**config.mk**
```make
export PLATFORM = sky130hd
export DESIGN_NAME = line_arbiter
export DESIGN_NICKNAME = d
export VERILOG_FILES = /design/src/rtl/rv32i_types.sv /design/src/rtl/mem_line_pkg.sv /design/src/rtl/line_arbiter.sv
export SDC_FILE = /design/constraint.sdc
export NUM_CORES = 1
export LEC_CHECK = 0
export BUFFER_PORTS_ARGS = -buffer_cell sky130_fd_sc_hd__buf_2
export CAP_MARGIN = 25
export CORE_AREA = 3 3 642 644
export DETAILED_ROUTE_END_ITERATION = 16
export DIE_AREA = 0 0 645 647
export PLACE_DENSITY = 0.3
export SLEW_MARGIN = 15
export SYNTH_ARGS = -nofsm -noshare
export SYNTH_HDL_FRONTEND = slang
export SYNTH_SLANG_ARGS = --single-unit
```
**constraint.sdc**
```tcl
create_clock -name clk -period 1.7 [get_ports clk]
set_clock_uncertainty 0.15 [all_clocks]
set_input_delay 0.34 -clock clk [delete_from_list [all_inputs] [get_ports clk]]
set_output_delay 0.34 -clock clk [all_outputs]
set_load 0.02 [all_outputs]
```
**src/rtl/rv32i_types.sv**
```systemverilog
package rv32i_types;

	// one data word on the cpu side
	typedef logic [31:0] rv32i_word;

	// byte address as issued by the core
	typedef logic [31:0] rv32i_addr;

	// one enable per byte lane of a word
	typedef logic [3:0] byte_mask;

endpackage : rv32i_types

```
**src/rtl/mem_line_pkg.sv**
```systemverilog
package mem_line_pkg;

	// cache geometry, shared by both caches
	localparam int num_sets = 8;
	localparam int line_bytes = 32;
	localparam int offset_bits = $clog2(line_bytes);
	localparam int index_bits = $clog2(num_sets);

	// one full line as moved on the memory side
	typedef logic [8*line_bytes-1:0] mem_line;

	// upper address bits naming a line
	typedef logic [31-offset_bits:0] line_addr;

	typedef logic [index_bits-1:0] set_index;
	typedef logic [31-offset_bits-index_bits:0] cache_tag;

	// word within a line
	typedef logic [offset_bits-3:0] word_sel;

	// line request between caches, prefetch, write buffer and arbiter
	typedef struct packed {
		logic read;
		logic write;
		line_addr addr;
		mem_line wdata;
	} line_req_t;

endpackage : mem_line_pkg

```
**src/rtl/line_arbiter.sv**
```systemverilog
`timescale 1ns/100ps

module line_arbiter (
	input logic clk,
	input logic rst,

	// instruction side, through prefetch
	input mem_line_pkg::line_req_t pf_req,
	output logic pf_resp,
	output mem_line_pkg::mem_line pf_rdata,

	// data side, through the write buffer
	input mem_line_pkg::line_req_t wb_req,
	output logic wb_resp,
	output mem_line_pkg::mem_line wb_rdata,

	output logic pmem_read,
	output logic pmem_write,
	output rv32i_types::rv32i_addr pmem_address,
	output mem_line_pkg::mem_line pmem_wdata,
	input mem_line_pkg::mem_line pmem_rdata,
	input logic pmem_resp
);

	typedef enum logic [1:0] {
		idle,
		serve_i,
		serve_d
	} state_t;

	state_t state;
	mem_line_pkg::line_req_t granted;
	logic granted_any;

	assign granted = (state == serve_d) ? wb_req : pf_req;
	assign granted_any = (state != idle);

	// memory sees only the granted client
	assign pmem_read = granted_any && granted.read;
	assign pmem_write = granted_any && granted.write;
	assign pmem_address = {granted.addr, {mem_line_pkg::offset_bits{1'b0}}};
	assign pmem_wdata = granted.wdata;

	assign pf_resp = (state == serve_i) && pmem_resp;
	assign wb_resp = (state == serve_d) && pmem_resp;
	assign pf_rdata = pmem_rdata;
	assign wb_rdata = pmem_rdata;

	always_ff @(posedge clk) begin
		if (rst) begin
			state <= idle;
		end else begin
			case (state)
				idle: begin
					// data side first so a victim drains ahead of fetches
					if (wb_req.read || wb_req.write)
						state <= serve_d;
					else if (pf_req.read || pf_req.write)
						state <= serve_i;
				end
				serve_i: begin
					if (pmem_resp)
						state <= idle;
				end
				serve_d: begin
					if (pmem_resp)
						state <= idle;
				end
				default: state <= idle;
			endcase
		end
	end

endmodule : line_arbiter

```
# [Word level (Yosys, flattened, before mapping)]
# Index checks and enable logic that the tools add are counted.
[word_totals] register_bits=2 input_bits=829
[op_classes] n_eq_ne=4 mux=5 reduce_logical=10
[op_table] operator="$mux 285" n=1
[op_table] operator="$mux 2" n=3
[op_table] operator="$logic_and 1x1->1" n=4
[op_table] operator="$pmux 2 s2" n=1
[op_table] operator="$ne 3x3->1 const B" n=1
[op_table] operator="$eq 2x1->1 const B" n=1
[op_table] operator="$eq 2x2->1 const B" n=1
[op_table] operator="$logic_not 2->1" n=1
[op_table] operator="$logic_or 1x1->1" n=2
[op_table] operator="$ne 2x1->1 const B" n=1
[op_table] operator="$reduce_and 2->1" n=1
[op_table] operator="$reduce_bool 2->1" n=1
[op_table] operator="$reduce_or 2->1" n=1

# [Longest topological paths before layout]
[logic_depth] depth_word=4 depth_mapped=6 mapped_depth_nobuf=5

# [Worst setup path after synthesis]
# OpenSTA, ideal clock, no wires.
[synth_path] kind="register to output" from="register state[0]" to="output port pmem_wdata[100]" arrival_time_ps=1342 t_required_ps=1210 setup_slack_ps=-132 path_stages_with_launch=7 path_buffers=3 path_cell_list="dfxtp_1 > inv_1 > ha_1 > buf_6 > buf_8 > buf_8 > mux2_4"
[synth_between] elab_chain_len=2
[synth_rtl] item="start: declaration" line="line_arbiter.sv:31" rtl="state_t state;"
[synth_rtl] item="start signal: assignment" line="line_arbiter.sv:51" rtl="state <= idle;"
[synth_rtl] item="start signal: assignment" line="line_arbiter.sv:57" rtl="state <= serve_d;"
[synth_rtl] item="start signal: assignment" line="line_arbiter.sv:59" rtl="state <= serve_i;"
[synth_rtl] item="$eq 2x2->1" line="line_arbiter.sv:35" rtl="assign granted = (state == serve_d) ? wb_req : pf_req;"
[synth_rtl] item="$mux 285" line="line_arbiter.sv:35"
[synth_rtl] item="end: declaration" line="line_arbiter.sv:20" rtl="output mem_line_pkg::mem_line pmem_wdata,"
# Every way passes these cells.

# [Worst setup path after layout]
[layout_path] from="register state[0]" to="output port pmem_wdata[170]"
# The elaborated chain is that of the path after synthesis.

==> impl_metrics.ini <==
[detailed_routing]
wl_met1_mm = 86.38
drc = 0
wl_met3_mm = 70.05
antenna_left = 0
wire_per_inst_um = 43.79
viasPerCell = 1.554
vias = 10610
dr.pass1.iters = 5
wl_mm = 298.8
met2RoutedLength_mm = 131.8
maxUsedRoutingLayer = met5
drt-initial-drc-count = 640

[global_route]
overflow = 0
grt_pass1_vias = 9437
grt_max_degree = 17
grt_pass1_wl_mm = 319.7
grt.total_usage_pct = 13.71
grt_antenna_before_repair = 384

[power]
p_per_area_nw_per_um2 = 553.7
p_leak_uw = 0.006866
finalPower_uw = 10570
peakVddDrop_mv = 0.2666

[layout]
areaGrowthSynthToFinish_pct = 121.0
final_cell_area_sq_um = 19090
nNetsFinal = 2103
largestRegisters = state (2)
regMostFlops = state
largest_reg_flops = 2
drive_gt1_share_pct = 98.50
fin_util_pct = 4.697
area.sequential_sq_um = 42.54
multiInputGateArea_sq_um = 4443
fin_cells = 6824
final.fill_count = 48390

[min_path]
hold_start = rst
min_path_type = in -> reg

[clock_tree]
htreeDepth = 1
postCtsHoldBufs = 0
clkLatencyLatePin_ns = 0.22
path_clk_slew_ns = 0.03
cts-root-buf = clkbuf_16
cts.sinks = 2
ctsLongestPathBuffers = 2
cts_tree = built
numCtsBuffers = 3

[yosys]
synth_top_area_share_pct = 45.20
synthDistinctLibCells = 20
postSynthCellCount = 857
synth.largest_area_cell = mux2_4
synth_area_leaders = mux2_4 45%, buf_4 45%, mux2_2 3.0%
synth_seq_area_share_pct = 0.4636
yosys_register_bits = 2
syn_area_sq_um = 8637
avgSynthCellArea_sq_um = 10.08
ys_warn_count = 0

[status]
status = finished with violations
violations = setup timing

[placed_design]
io_buffers = 859
placedCellCount = 6664
place_ws_ns = -0.6030
hpwl_mm = 290.1
gp_congestion = 0.8306
placed_cell_area_sq_um = 16550

[setup_path]
critPathLaunchType = register
critPathRequiredTime_ns = 1.21
cpMaxStageDelayCell = mux2_4
path_max_fanout = 9
cp_cell_sequence = inv_2 -> ha_4 -> buf_12 -> buf_16 -> buf_8 -> mux2_4 -> buf_6
critPathCaptureType = output port
max_stage_delay_ns = 0.38
crit_buf_inv = 5
crit_start = state[0]$_SDFFE_PP0P_
worst_ep_arrival_time_ns = 1.93
path_class = reg -> out
path_delay_family = buffers and inverters
worstReg2RegStart = state[0]$_SDFFE_PP0P_

[flow_run]
cap_violations = 0

[sta]
clock.fmax_mhz = 412.8
hold_viol = 0
finalCritPeriodShare_pct = 142.5
grt_setup_unrepaired = yes
report.final.slew_viol_count = 0
setup_slack_ns = -0.7224
finalCriticalPeriod_ns = 2.422
setup_viol = 286

[die]
start_util_pct = 2.125
die_y_um = 647
core.rowCount = 234
ios = 1633
fp.coreArea_sq_um = 406400
die_w_um = 645
die-area_sq_um = 417300
==> routing by layer <==
layer / track usage, % / vias up
met2: 21.84 / 2073
li1: - / 3305
met4: 2.866 / 166
met1: 11.47 / 4318
met3: 15.04 / 745
met5: 0.6178 / -
==> logic make-up (layout without fill, tap and decap cells) <==
group                    Yosys count  after routing  synth area share, %
buffers and inverters            551            958                49.57
multiplexers                     285            285                48.43
AND/OR/NAND/NOR                    9              9               0.5941
AO/OA/AOI/OAI                      5              5               0.3187
adder cells (fa/ha/maj)            4              4               0.5795
flip-flops                         2              2               0.4636
other                              1            133              0.04342
==> stage by stage <==
step | hold slack (ns) | setup TNS, ns
6_report | 0.1655 | -167.31
5_1_grt | 0.1788 | -181.13
4_1_cts | 0.1648 | -177.63
3_5_place_dp | 0.3940 | -108.93
3_3_place_gp | 0.3882 | -108.61
2_1_floorplan | 0.2517 | -16.52
==> worst register-to-register path, delay by kind of cell (launching register included) <==
| kind | cells | cell delay, ns |
|---|---|---|
| fa+ha+maj | 1 | 0.31 |
| simple gates | 1 | 0.15 |
| buf+inv | 3 | 0.30 |
| compound gates | 2 | 0.25 |
| flops | 1 | 0.33 |
==> report_power, final <==
group	switching (uW)	internal, uW	total, uW
Clock	52.3	299	351
Sequential	7.01	55.9	63.0
Combinational	5210	4940	10200
==> Yosys cell counts (all sizes together) <==
| cell type | count |
|---|---|
| a21oi | 2 |
| mux2i | 2 |
| nor2 | 3 |
| inv | 2 |
| ha | 4 |
| nand2b | 1 |
| a211oi | 1 |
| conb | 1 |
| mux2 | 283 |
| o21ai | 2 |
| nor2b | 1 |
| nor3b | 1 |
| nand3b | 1 |
| and2 | 2 |
| dfxtp | 2 |
| buf | 549 |
==> final cells by class <==
type | instances | area share [%]
flip-flops and latches | 2 | 0.2229
clock buffers | 3 | 0.3933
multi-input cells | 308 | 23.28
well taps | 5428 | 35.58
repair buffers | 953 | 38.81
inverters | 2 | 0.03933
diodes | 128 | 1.678
==> cell usage in the layout (no fill, tap or decap), drive strengths merged <==
master,n
mux2i,2
and2,2
nor2b,1
o21ai,2
conb,5
mux2,283
ha,4
nand2b,1
buf,952
diode,128
a21oi,2
clkbuf,4
nor3b,1
inv,2
a211oi,1
dfxtp,2
nand3b,1
nor2,3
==> final timing paths <==
check | to | slack [ns] | depth (start not counted)
min reg2reg | state[1]$_SDFFE_PP0P_ | 0.46 | 3
min | state[1]$_SDFFE_PP0P_ | 0.17 | 2
max reg2reg | state[0]$_SDFFE_PP0P_ | 0.13 | 7
max | pmem_wdata[170] | -0.72 | 7
==> what timing repair did <==
item                                    in CTS  in global routing
pin swaps                                    2                  3
cloned                                       6                  1
endpoints found under the hold margin        0                  0
endpoints found under the setup margin     287                287
gates resized for setup                    422                109
setup buffers                               21                  6
Power figures use the tool's default switching activity.
