File: src/rtl/rv32i_types.sv
package rv32i_types;

	// one data word on the cpu side
	typedef logic [31:0] rv32i_word;

	// byte address as issued by the core
	typedef logic [31:0] rv32i_addr;

	// one enable per byte lane of a word
	typedef logic [3:0] byte_mask;

endpackage : rv32i_types

File: src/rtl/mem_line_pkg.sv
package mem_line_pkg;

	// cache geometry, shared by both caches
	localparam int num_sets = 8;
	localparam int line_bytes = 32;
	localparam int offset_bits = $clog2(line_bytes);
	localparam int index_bits = $clog2(num_sets);

	// one full line as moved on the memory side
	typedef logic [8*line_bytes-1:0] mem_line;

	// upper address bits naming a line
	typedef logic [31-offset_bits:0] line_addr;

	typedef logic [index_bits-1:0] set_index;
	typedef logic [31-offset_bits-index_bits:0] cache_tag;

	// word within a line
	typedef logic [offset_bits-3:0] word_sel;

	// line request between caches, prefetch, write buffer and arbiter
	typedef struct packed {
		logic read;
		logic write;
		line_addr addr;
		mem_line wdata;
	} line_req_t;

endpackage : mem_line_pkg

File: src/rtl/icache.sv
`timescale 1ns/100ps

module icache (
	input logic clk,
	input logic rst,

	input logic read,
	input rv32i_types::rv32i_addr addr,
	output logic resp,
	output rv32i_types::rv32i_word rdata,

	output mem_line_pkg::line_req_t mem_req,
	input logic mem_resp,
	input mem_line_pkg::mem_line mem_rdata
);

	typedef enum logic {
		idle,
		fill
	} state_t;

	state_t state;

	mem_line_pkg::mem_line lines [mem_line_pkg::num_sets];
	mem_line_pkg::cache_tag tags [mem_line_pkg::num_sets];
	logic [mem_line_pkg::num_sets-1:0] valid;

	mem_line_pkg::line_addr la;
	mem_line_pkg::set_index idx;
	mem_line_pkg::cache_tag tag;
	mem_line_pkg::word_sel wsel;
	logic req_read;
	logic active;
	logic hit;

	// address split
	assign la = addr[31:mem_line_pkg::offset_bits];
	assign idx = la[mem_line_pkg::index_bits-1:0];
	assign tag = la[$bits(mem_line_pkg::line_addr)-1:mem_line_pkg::index_bits];
	assign wsel = addr[mem_line_pkg::offset_bits-1:2];

	// new request only when not already answering it
	assign active = read && !resp;
	assign hit = valid[idx] && (tags[idx] == tag);

	// read-only side, the fill address follows the held cpu address
	assign mem_req = '{read: req_read, write: 1'b0, addr: la, wdata: '0};

	always_ff @(posedge clk) begin
		if (rst) begin
			state <= idle;
			resp <= 1'b0;
			req_read <= 1'b0;
			valid <= '0;
		end else begin
			resp <= 1'b0;
			case (state)
				idle: begin
					if (active && hit) begin
						resp <= 1'b1;
					end else if (active) begin
						req_read <= 1'b1;
						state <= fill;
					end
				end
				fill: begin
					// back to idle, the retry then hits
					if (mem_resp) begin
						req_read <= 1'b0;
						valid[idx] <= 1'b1;
						state <= idle;
					end
				end
				default: state <= idle;
			endcase
		end
	end

	always_ff @(posedge clk) begin
		if (state == idle && active && hit)
			rdata <= lines[idx][32*wsel +: 32];
		if (state == fill && mem_resp) begin
			lines[idx] <= mem_rdata;
			tags[idx] <= tag;
		end
	end

endmodule : icache

File: config.mk
export PLATFORM = sky130hd
export DESIGN_NAME = icache
export DESIGN_NICKNAME = d
export VERILOG_FILES = /design/src/rtl/rv32i_types.sv /design/src/rtl/mem_line_pkg.sv /design/src/rtl/icache.sv
export SDC_FILE = /design/constraint.sdc
export NUM_CORES = 2
export LEC_CHECK = 0
export ABC_CLOCK_PERIOD_IN_PS = 48800
export BUFFER_PORTS_ARGS = -buffer_cell sky130_fd_sc_hd__buf_2
export CAP_MARGIN = 20
export CORE_ASPECT_RATIO = 0.9
export CORE_MARGIN = 2
export CORE_UTILIZATION = 28
export DETAILED_ROUTE_END_ITERATION = 8
export PLACE_DENSITY = 0.47
export SLEW_MARGIN = 5
export SYNTH_ARGS = -nofsm -noshare
export SYNTH_HDL_FRONTEND = slang
export SYNTH_SLANG_ARGS = --single-unit
File: constraint.sdc
create_clock -name clk -period 48.8 [get_ports clk]
set_input_delay 14.64 -clock clk [delete_from_list [all_inputs] [get_ports clk]]
set_output_delay 14.64 -clock clk [all_outputs]
set_load 0.005 [all_outputs]
[Word level (Yosys, flattened, before mapping)]
Memories as Yosys holds them, arrays and structs flattened.
Index checks and enable logic that the tools add are counted.
Word-level totals
  bits in registers: 43
  bits in writable memories: 2240
  bits of input ports: 292
  output and inout bits: 318
  word-level logic and storage cells: 42
  memories: 2
Operators by class
  magnitude comparators: 2
  equality and inequality tests: 4
  shift-type cells: 1
  muxes and demuxes: 15
  bitwise gates (word level): 2
  reduce and logical (&&, ||, !) cells: 11
Memories
  lines: words 8, width 256, read ports 1, clocked after Yosys merged registers in 0, write ports 1, RTL line icache.sv:24  | mem_line_pkg::mem_line lines [mem_line_pkg::num_sets];
  tags: words 8, width 24, read ports 1, clocked after Yosys merged registers in 0, write ports 1, RTL line icache.sv:25  | mem_line_pkg::cache_tag tags [mem_line_pkg::num_sets];
Operators with widths (number)
  256-bit by 9-bit indexed part select with 32-bit output: 1
  24-bit equality test: 1
  1-bit two-way mux: 11
  8-bit bitwise OR: 1
  1-bit logical AND: 7
  2-bit != test, second input constant: 3
  3-bit by 4-bit less-than comparator with 1-bit output, second input constant: 1
  1-bit case mux with 2 select lines: 2
  1-bit binary-select mux with 3-bit select: 1
  1-bit demux with 3-bit select: 1
  3-bit by 1-bit >= comparator with 1-bit output, second input constant: 1
  3-bit AND reduction: 1
  2-bit AND reduction: 1
  2-bit OR reduction: 1
  1-bit logical NOT: 1
  1-bit NOT: 1

[Depth between registers and ports, before layout]
  depth after elaboration: 6
  depth in mapped cells: 12
  depth with buffers taken out: 7

[Worst setup path after synthesis]
No wires, ideal clock.
  kind: input-to-reg
  from: input port addr[5]
  to: memory lines[1][0] (netlist bit), enable pin
  library setup time: 1.266 ns
  data arrival time: 34.699 ns
  data required time: 47.534 ns
  setup slack: 12.835 ns
  stages: 7
  buffers on the path: 5
  cells stage by stage: buf_6 -> buf_4 -> buf_4 -> buf_4 -> buf_4 -> nand2_1 -> nor3_1
RTL lines
  from (decl): RTL line icache.sv:8  | input rv32i_types::rv32i_addr addr,
  to (decl): RTL line icache.sv:24
Straight into the memory's write port.

[Worst setup path after layout]
  from: input port addr[5]
  to: output port mem_req[256] (netlist bit)
RTL lines
  to (decl): RTL line icache.sv:12  | output mem_line_pkg::line_req_t mem_req,
No word-level cell between the ends.

==> results.cfg <==
[critical_path]
path_class = primary input to output port
end_kind = output port
cpMaxStageDelayCell = buf_8
crit-reg2reg-launch = state
path_delay_family = buffers and inverters
rr_worst_depth = 4
crit_path_start_kind = primary input
critPathArrivalTime_ns = 15.32
cp.required_ns = 34.16
reg2reg_slack_ns = 44.65
critical_path.cell_chain = buf_8 > buf_2
max_stage_delay_ns = 0.44
crit_buf_inv = 2
path_max_fanout = 53
cp-startpoint = addr[5]
r2r_end = lines[2][60]

[cts]
post_cts_buffers = 0
numCtsBuffers = 245
insertion_delay_ns = 0.93
cts-root-buf = clkbuf_16
cts_max_path_buffers = 4
holdBufCountCts = 0
htree_levels = 4
cts_resized = 0
clkTransAtPathRegs_ns = 0.06
cts.sinks = 2283
cts_tree = built

[final_layout]
fillers = 30100
regArea_um2 = 68400
final_common_cell = edfxtp_1
syn_to_final_growth_pct = 14.7
final_cell_mix = edfxtp_1, buf_2, a21oi_1
multi_input_area_um2 = 17600
design_area_um2 = 102000
layout-drive-gt1-share = 0.172
final_nets = 5797

[routing]
drc = 0
drtPass1Iterations = 6
dr_total_vias = 49500
via_per_inst = 5.01
drtIter0Drc = 4731
drt-total-wl_mm = 292
postRouteAntennaNets = 0
routedWlPerCell_um = 29.6

[grt]
grt_util_all_layers = 0.177
grt_max_degree = 120
antenna_found_initial = 196
overflow = 0
grt_pass1_vias = 46900
grt_pass1_wl_mm = 399

[sta]
final-hold-violation-count = 0
rsz0062_at_grt = no
period_minus_slack_ns = 29.96
fin_skew_ns = 0.0921
timing.final.crit_share = 0.614
finalMaxSlewViolations = 0
setup_viol_count_final = 0
fin_setup_tns_ns = 0
fmax_mhz = 33.4
max-slew-margin-rel = 0.199
tightest_slew_ns = 1.19

[floorplan]
die_h_um = 537
dieWidth_um = 597
rows = 195
initial_core_util = 0.282
io_pins = 610
fp.dieArea_um2 = 321000
core-area_um2 = 314000

[min_path]
hold_start = valid[3]
whs_endpoint = valid[3]
hp-class = flop to flop
holdPathStages = 2

[synthesis]
async_flop_share = 0
ys_ff_latch = 2283
synthCells = 5134
synth_cell_type_count = 64
synth_edf_count = 2272
synth_seq_area_share = 0.773
ys.flop_type = edfxtp_1
synth_warnings = 0
synthesis.area_um2 = 88500
avgSynthCellArea_um2 = 17.2

[placed_design]
dpl-instance-area_um2 = 94100
gp_congestion = 0.750
portBuffers = 350
dp_hpwl_mm = 167

[power]
peakVddDrop_mv = 0.0257
cellPowerDensity_nw_per_um2 = 40.7
leakagePower_nw = 32.8

[status]
status = finished, final reports clean

[job]
drv_cap = 0
[worst max path at each step]
stage	slack, ns	end	depth (start not counted)
after global placement	18.79	mem_req[256]	2
after floorplan	12.83	lines[1][0]	7
after CTS	18.79	mem_req[256]	2
after detailed placement	18.79	mem_req[256]	2
final	18.84	mem_req[256]	2
after global routing	18.78	mem_req[256]	2
[cell type report]
| type | instances | share of cell area |
|---|---|---|
| Sequential cell | 2283 | 0.674 |
| Multi-Input combinational cell | 2501 | 0.173 |
| Clock buffer | 314 | 0.0631 |
| Tap cell | 4137 | 0.0510 |
| Timing Repair Buffer | 470 | 0.0285 |
| Clock inverter | 128 | 0.00900 |
| Antenna cell | 30 | 0.000739 |
| Inverter | 4 | 0.000320 |
[synthesized netlist by cell type (3+ instances only)]
cell       count  area, um^2
a311oi_1      10        87.6
buf_2        118         591
a31oi_1       52         325
buf_4        317        2380
mux2_2        66         743
nor2_1       155         582
o2111ai_1      3        26.3
dfxtp_1       11         220
nor3b_1        3        22.5
buf_1         52         195
and2_1         8        50.1
o221ai_1       5        43.8
and3b_1        3        26.3
nand4_1       13        81.3
nor3_1        13        65.1
o21ai_0      197         986
o21bai_1       3        22.5
o211ai_1      22         165
a221oi_1     161        1410
and3_1         9        56.3
clkbuf_1     112         420
o221a_2        3        33.8
nand2_1      268        1010
nand3_1       71         355
a221o_1       32         320
mux2i_1      280        2800
mux4_2        89        2000
and2_0         4        25.0
a222oi_1      27         270
xnor2_1        8        70.1
a211oi_1      35         263
nor2b_1        9        56.3
a21oi_1      331        1660
or3_1          4        25.0
o21ai_1        4        20.0
edfxtp_1    2272       68200
buf_6          3        33.8
a22oi_1      205        1540
a2111oi_0     16         140
a22o_1        88         771
xor2_1        16         140
nand2b_1       9        56.3
[layer usage]
layer | GRT usage | vias to the layer above | share of wire
li1 | - | 20900 | -
met1 | 0.241 | 25900 | 0.43
met2 | 0.289 | 2085 | 0.47
met3 | 0.0423 | 511 | 0.078
met4 | 0.0339 | 96 | 0.019
met5 | 0 | - | 0.0020
[where the power goes]
group / internal [mW] / total, mW / switching (mW)
Sequential: 2.17 / 2.18 / 0.00297
Combinational: 0.0662 / 0.230 / 0.164
Clock: 0.973 / 1.73 / 0.753
[state kept, by name (all words and copies together) (netlist names)]
register,cells
resp,1
state,1
rdata,32
tags,192
req_read,1
lines,2048
valid,8
[stage by stage]
| stage | std cells | hold WS, ns | worst slack [ns] | power (mW) | util |
|---|---|---|---|---|---|
| floorplan | 5390 | 0.435 | 12.83 | 2.35 | - |
| global placement | 9395 | 0.445 | 18.79 | 2.45 | 0.300 |
| detailed placement | 9395 | 0.455 | 18.79 | 2.45 | 0.300 |
| CTS | 9837 | 0.468 | 18.79 | 4.17 | 0.323 |
| global route | 9846 | 0.495 | 18.78 | 4.25 | 0.323 |
| finish | 9867 | 0.467 | 18.84 | 4.13 | 0.323 |
[cells by family (layout without fill, tap and decap cells)]
logic type,Yosys count,in the layout,share of synthesized area
buffers and inverters,606,916,0.0411
other,1,287,0.0000424
flip-flops,2283,2283,0.773
AND/OR/NAND/NOR,577,577,0.0280
AO/OA/AOI/OAI,1207,1207,0.0926
multiplexers,436,436,0.0628
XOR/XNOR,24,24,0.00237
Power figures use the tool's default switching activity.
