### config.mk
export PLATFORM = sky130hd
export DESIGN_NAME = write_buffer
export DESIGN_NICKNAME = d
export VERILOG_FILES = /design/src/rtl/mem_line_pkg.sv /design/src/rtl/write_buffer.sv
export SDC_FILE = /design/constraint.sdc
export NUM_CORES = 1
export LEC_CHECK = 0
export BUFFER_PORTS_ARGS = -buffer_cell sky130_fd_sc_hd__buf_4
export CORE_AREA = 5 5 415 417
export DETAILED_ROUTE_END_ITERATION = 8
export DIE_AREA = 0 0 420 422
export PLACE_DENSITY = 0.3
export SYNTH_ARGS = -nofsm -noshare
export SYNTH_HDL_FRONTEND = slang
export SYNTH_SLANG_ARGS = --single-unit
export TNS_END_PERCENT = 50
### constraint.sdc
create_clock -name clk -period 7.22 [get_ports clk]
set_input_delay 0.722 -clock clk [delete_from_list [all_inputs] [get_ports clk]]
set_output_delay 0.722 -clock clk [all_outputs]
set_load 0.05 [all_outputs]
### src/rtl/mem_line_pkg.sv
package mem_line_pkg;

	// cache geometry, shared by both caches
	localparam int num_sets = 8;
	localparam int line_bytes = 32;
	localparam int offset_bits = $clog2(line_bytes);
	localparam int index_bits = $clog2(num_sets);

	// one full line as moved on the memory side
	typedef logic [8*line_bytes-1:0] mem_line;

	// upper address bits naming a line
	typedef logic [31-offset_bits:0] line_addr;

	typedef logic [index_bits-1:0] set_index;
	typedef logic [31-offset_bits-index_bits:0] cache_tag;

	// word within a line
	typedef logic [offset_bits-3:0] word_sel;

	// line request between caches, prefetch, write buffer and arbiter
	typedef struct packed {
		logic read;
		logic write;
		line_addr addr;
		mem_line wdata;
	} line_req_t;

endpackage : mem_line_pkg

### src/rtl/write_buffer.sv
`timescale 1ns/100ps

module write_buffer (
	input logic clk,
	input logic rst,

	input mem_line_pkg::line_req_t d_req,
	output logic d_resp,
	output mem_line_pkg::mem_line d_rdata,

	output mem_line_pkg::line_req_t wb_req,
	input logic wb_resp,
	input mem_line_pkg::mem_line wb_rdata
);

	logic full;
	logic ack;
	mem_line_pkg::line_addr ent_addr;
	mem_line_pkg::mem_line ent_data;

	logic capture;
	logic pass_read;

	assign capture = d_req.write && !full && !ack;

	// reads wait while a victim is still pending
	assign pass_read = d_req.read && !full;

	assign d_resp = ack || (pass_read && wb_resp);
	assign d_rdata = wb_rdata;

	always_comb begin
		if (full) begin
			wb_req.read = 1'b0;
			wb_req.write = 1'b1;
			wb_req.addr = ent_addr;
			wb_req.wdata = ent_data;
		end else begin
			wb_req.read = d_req.read;
			wb_req.write = 1'b0;
			wb_req.addr = d_req.addr;
			wb_req.wdata = '0;
		end
	end

	always_ff @(posedge clk) begin
		if (rst) begin
			full <= 1'b0;
			ack <= 1'b0;
		end else begin
			ack <= capture;
			if (capture)
				full <= 1'b1;
			else if (full && wb_resp)
				full <= 1'b0;
		end
	end

	always_ff @(posedge clk) begin
		if (capture) begin
			ent_addr <= d_req.addr;
			ent_data <= d_req.wdata;
		end
	end

endmodule : write_buffer

# Yosys cells after proc, flatten, opt, wreduce, memory -nomap -nowiden
# Cells that the tools add are included.
# word_totals
inputBits,544
register_bits,285
out_inout_bits,542
word_cells,16
# op_classes
reduce_logical,9
n_mux,3
# op_table
cell,count
$mux 285,1
$logic_and 1x1->1,5
$logic_not 1->1,2
$mux 1,2
$reduce_bool 2->1,1
$logic_or 1x1->1,1

# Longest topological paths before layout
# Gate-level depths: netlist of the first run.
# depth
word_depth,4
ltp_mapped,4
mapped_depth_nobuf,2

# Least setup slack after synthesis of the first run
# No wires, ideal clock.
# synth_timing
path_kind,input -> register
from,input d_req[283] in the netlist's numbering
to,"register ent_addr[0], enable pin"
setup_slack_ps,13
setup_ps,634
path_stages,2
required_ps,6586
n_path_buf,0
t_arrival_ps,6573
cell_sequence,or3b_4 > inv_1
# synth_via
elab_chain_len,2
# synth_rtl
element,line,text
"start, declared",write_buffer.sv:7,"input mem_line_pkg::line_req_t d_req,"
$logic_and 1x1->1 (2 in series),write_buffer.sv:24,assign capture = d_req.write && !full && !ack;
named net capture,write_buffer.sv:21,logic capture;
"end signal, assigned",write_buffer.sv:61,ent_addr <= d_req.addr;
"end, declared",write_buffer.sv:18,mem_line_pkg::line_addr ent_addr;
# The timed path passes the listed nets, and every way through them passes these cells.
# A chain may end at the register's enable or synchronous reset.

==> reports/results.ini, run 1 <==
[timing]
finalCritPeriodShare_pct=47.0
tightest_slew_ns=1.01
max_freq_mhz=295
hold_viol=0
rsz0062_at_grt=false
hold-worst-slack_ns=0.338
report.final.slew_viol_count=0
finalClockSkew_ns=0.0145
max-slew-margin-rel_pct=32.6
setup_viol=0
setup_tns_ns=0
period_needed_ns=3.39

[clock_network]
ctsResizeCount=0
cts_root_buffer=clkbuf_16
insertion_delay_ns=0.56
htreeDepth=2
holdBufCountCts=0
numCtsBuffers=37
cts_setup_buffers=0
cts.sinks=285
clkTransAtPathRegs_ns=0.06
cts_tree=yes
clk_path_buf_depth=3

[critical_path]
worstSetupPathType=flop to output port
critPathMaxFanout=237
cp-start-kind=flop
required_ns=6.50
worstSetupEndpointType=output port
cp.arrival_ns=2.67

[detailed_routing]
drc_errors=0
drt-vias-per-instance=2.22
wl_per_cell_um=23.2
dr_total_vias=7625
drt-total-wl_um=79600
ant_nets=0
firstDrtPassIters=4
drt_iter0_drc=277

[synth]
ys_ff_latch=285
synth_fa_ha_area_share_pct=0
syn_inst=864
synthMuxAreaShare_pct=2.42
synthSimpleGateAreaFrac_pct=12.9
ys_seq_area_share_pct=67.9
yosysWarningCount=0
synthXorXnorAreaFrac_pct=0
synth_compound_area_share_pct=0.0994
netlist_area_mm2=0.0126
synth_cell_types=15
synth_top_family_by_area=buffers and inverters
syn_area_per_cell_um2=14.6
synth_fp_nets=1408

[grt]
antenna_found_initial=6
grt.total_usage_pct=8.42
grt_pass1_vias=8285
grt_pass1_wl_um=96300
grt_max_degree=238
overflow=0

[placed_design]
dp_hpwl_um=68200
io_buffers=573
place_congestion=0.795
dpl.cell_count=3369

[final_layout]
fillers=19100
layout.cells.most_common_list=buf_4 (574), edfxtp_1 (283), and2_1 (256)
fin_cells=3436
final_common_cell=buf_4
area_growth_pct=49.1
layout-drive-gt1-share_pct=53.8
fin_nets=1734
seq_area_mm2=0.00854
multiInputGateArea_mm2=0.00195

[die]
row_count=151
start_util_pct=7.48
dieArea_mm2=0.177
die_w_um=420
coreArea_mm2=0.168
die_height_um=422
ios=1086

[min_path]
hp-class=input pin to flop

[pwr]
finalPower_uw=4570
pwr-share-seq_pct=43.6
intPower_uw=3260
ir_worst_vdd_mv=0.140
clockPowerShare_pct=39.2
leakage_uw=0.00703
p_per_area_mw_per_mm2=244
p_sw_uw=1310
p_sw_share_pct=28.6
p_comb_share_pct=17.2

[flow_run]
drv_cap=0

[run_status]
status=finished clean

[cell families after synthesis]
| logic type | count (synthesis) |
|---|---|
| buf+inv | 290 |
| flops | 285 |
| simple gates | 260 |
| mux | 27 |
| compound gates | 2 |
[registers in the layout, indices dropped and copies added (netlist names)]
register,cells
full,1
ent_addr,27
ack,1
ent_data,256
[per-layer routing]
| layer | vias to the layer above | global-route usage [%] | routed length, µm | share of wire (%) |
|---|---|---|---|---|
| li1 | 3320 | - | - | - |
| met1 | 3636 | 4.36 | 14300 | 18 |
| met2 | 512 | 18.3 | 48600 | 61 |
| met3 | 153 | 5.68 | 12300 | 15 |
| met4 | 4 | 4.20 | 4350 | 5.5 |
| met5 | - | 0.246 | 79 | 0.099 |
[Yosys cell counts]
cell type | number | area (µm²)
a21o_1 | 1 | 7.51
a21oi_1 | 1 | 5.00
and2_1 | 256 | 1600
buf_2 | 6 | 30.0
buf_4 | 257 | 1930
buf_6 | 1 | 11.3
clkbuf_2 | 25 | 125
dfxtp_1 | 2 | 40.0
edfxtp_1 | 283 | 8500
inv_1 | 1 | 3.75
mux2_2 | 27 | 304
nand2b_1 | 1 | 6.26
nor2_1 | 1 | 3.75
nor2b_1 | 1 | 6.26
or3b_4 | 1 | 11.3
[power groups by stage]
stage               Combinational, µW  Sequential [µW]  Clock [µW]
finish                            788             1990        1790
global route                      826             2000        1970
CTS                               808             1990        1910
detailed placement                807             2030           0
global placement                  805             2020           0
floorplan                         849             2040           0
[metrics by stage]
stage / util [%] / cell area (µm²) / worst slack, ns
finish: 11.1 / 18800 / 3.83
global route: 11.1 / 18700 / 3.59
CTS: 11.1 / 18700 / 3.69
detailed placement: 10.5 / 17600 / 4.09
global placement: 10.5 / 17600 / 4.13
floorplan: - / 12600 / 0.0134
[cell type report]
class,instances,area share (%)
sequential,285,45.5
timing repair buffer,576,23.2
tap,2218,14.8
multi-input combinational,289,10.4
clock buffer,50,5.31
clock inverter,13,0.687
inverter,1,0.0600
antenna,4,0.0534
[worst max-delay path, stage by stage, from the launching register on]
cell	delay [ns]
dfxtp_4	0.66
buf_12	0.63
mux2_2	0.42
buf_4	0.19
[final timing paths]
check,startpoint,to,slack (ns),depth (start not counted)
max reg2reg,full,ent_data[50],4.37,3
max,full,wb_req[271],3.83,3
min reg2reg,ack,ack,0.59,2
min,d_req[163],ent_data[163],0.34,1
Power figures use the tool's default switching activity.
==> inputs of run 2 (changes only) <==
- CORE_AREA: 5 5 415 417 -> 5 5 417 419
- DIE_AREA: 0 0 420 422 -> 0 0 422 424
- clock period: 7.22 -> 3.2 ns (I/O delays scaled with it)
==> run 2 against run 1 <==
  * Sequential power grew 120%
  * Global-route usage hardly changed
  * Design area is 16% higher
  * Combinational power grew to 2.7 times the previous value
  * Die area increased by 0.95%
  * Critical endpoint is now wb_req[20]
  * Largest cell class unchanged
  * Highest routed layer unchanged
==> reports/results.ini, run 2 (synthesis results as in run 1) <==
[die]
die_w_um=422  ; +0.48%
row_count=152  ; +0.66%
coreArea_mm2=0.170  ; +1.1%
die_height_um=424  ; +0.47%
dieArea_mm2=0.179  ; +0.95%
start_util_pct=7.39  ; -0.082 points
ios=1086  ; unchanged

[detailed_routing]
drt-vias-per-instance=2.36  ; +6.3%
drt_iter0_drc=272  ; -1.8%
dr_total_vias=8837  ; +16%
drc_errors=0  ; unchanged
drt-total-wl_um=79800  ; +0.18%
wl_per_cell_um=21.3  ; -8.1%
firstDrtPassIters=4  ; unchanged
ant_nets=0  ; unchanged

[placed_design]
dp_hpwl_um=68900  ; +1.1%
dpl.cell_count=3395  ; +0.77%
pre_cts_ws_ns=0.937  ; -3.15 ns
io_buffers=573  ; unchanged
place_congestion=0.803  ; +0.99%
placed_area_mm2=0.0178  ; +0.91%

[clock_network]
clk_path_buf_depth=3  ; unchanged
numCtsBuffers=38  ; +2.7%
htreeDepth=2  ; unchanged
cts.sinks=285  ; unchanged
insertion_delay_ns=0.55  ; about the same
cts_root_buffer=clkbuf_16
clkTransAtPathRegs_ns=0.05  ; about the same
cts_tree=yes

[pwr]
ir_worst_vdd_mv=0.377  ; +170%
p_per_area_mw_per_mm2=496  ; +100%
leakage_uw=0.00833  ; +18%

[final_layout]
regMostFlops=ent_data
stdcell_area_mm2=0.0218  ; +16%
layout-drive-gt1-share_pct=44.2  ; -9.6 points
seq_area_mm2=0.00854  ; unchanged
fin_nets=2030  ; +17%
top_regs=ent_data: 256 flops, ent_addr: 27 flops
layout.cells.most_common_list=buf_4 (580), dlygate4sd3_1 (284), edfxtp_1 (283)
largest_reg_flops=256  ; unchanged
multiInputGateArea_mm2=0.00195  ; unchanged
area_growth_pct=73.6
fin_cells=3747  ; +9.1%
fillers=19100  ; +0.052%
final_common_cell=buf_4

[critical_path]
cp.arrival_ns=1.98  ; -0.69 ns
cp-start-kind=flop
worstSetupEndpointType=output port
critPathMaxFanout=165  ; -30%
worstSetupPathType=flop to output port
required_ns=2.88  ; -3.62 ns

[grt]
overflow=0  ; unchanged
grt.total_usage_pct=8.38  ; -0.044 points
grt_pass1_wl_um=100000  ; +3.9%
antenna_found_initial=2  ; -4
grt_pass1_vias=9951  ; +20%
grt_max_degree=166  ; -30%

[timing]
setup_viol=0  ; unchanged
fin_ws_ns=0.897  ; -2.93 ns
period_needed_ns=2.30
rsz0062_at_grt=false
finalClockSkew_ns=0.0112  ; -0.00333 ns
tightest_slew_ns=0.757  ; -0.254 ns
report.final.slew_viol_count=0  ; unchanged
max-slew-margin-rel_pct=49.6  ; +17 points
max_freq_mhz=434
hold_viol=0  ; unchanged
finalCritPeriodShare_pct=72.0
hold-worst-slack_ns=0.0705  ; -0.267 ns

[flow_run]
drv_cap=0  ; unchanged

[min_path]
hp-class=input pin to flop

[run_status]
status=finished clean

[run 2: changes by cell type in the layout (fill, tap and decap cells not counted), sizes merged]
cell | previous run | this run
clkinv | 11 | 13
clkbuf | 50 | 47
buf | 576 | 587
dlygate4sd3 | 0 | 284
clkinvlp | 0 | 3
diode | 4 | 1
bufinv | 2 | 4
[run 2: worst max-delay path, stage by stage (launching register included)]
cell	delay, ns
dfxtp_4	0.38
buf_12	0.33
and2_1	0.24
buf_4	0.21
[run 2: what timing repair did]
item	in CTS	in global routing
buffers inserted	0	0
endpoints found under the hold margin	285	0
hold buffers	284	0
resized for setup	0	0
[run 2: final cells by class]
cell class                      instances  area share [%]
Inverter                                1          0.0344
Multi-Input combinational cell        289            8.91
Sequential cell                       285            39.1
Antenna cell                            1          0.0115
Clock buffer                           47            4.65
Timing Repair Buffer                  871            33.6
Tap cell                             2233            12.8
Clock inverter                         20           0.928
[run 2: path summary, 6_finish.rpt]
| check | to | slack (ns) | from | cells past startpoint |
|---|---|---|---|---|
| worst max-delay path | wb_req[20] | 0.90 | full | 3 |
| worst min-delay path | full | 0.07 | wb_resp | 3 |
| worst max register to register | ent_data[241] | 1.13 | full | 3 |
| worst min register to register | ack | 0.59 | ack | 2 |
[run 2: power breakdown]
group / internal (µW) / switching (µW) / leakage (µW) / total (µW)
registers: 4420 / 56.1 / 0.00271 / 4470
clock network: 2570 / 1660 / 0.000590 / 4220
logic: 850 / 1280 / 0.00503 / 2130
total: 7840 / 2990 / 0.00833 / 10800
[run 2: metal layers]
layer,global-route usage (%),vias up,wire [µm]
met3,5.75,167,12200
met5,0.296,-,75
li1,-,3901,-
met1,4.41,4147,14700
met2,18.7,620,50200
met4,3.03,2,2680
[run 2: stage by stage]
| step | setup TNS (ns) | utilization [%] | power (µW) |
|---|---|---|---|
| after detailed placement | 0 | 10.4 | 6420 |
| after CTS | 0 | 12.8 | 11100 |
| final | 0 | 12.8 | 10800 |
| after global placement | 0 | 10.4 | 6410 |
| after floorplan | -559.76 | - | 6490 |
| after global routing | 0 | 12.8 | 11300 |
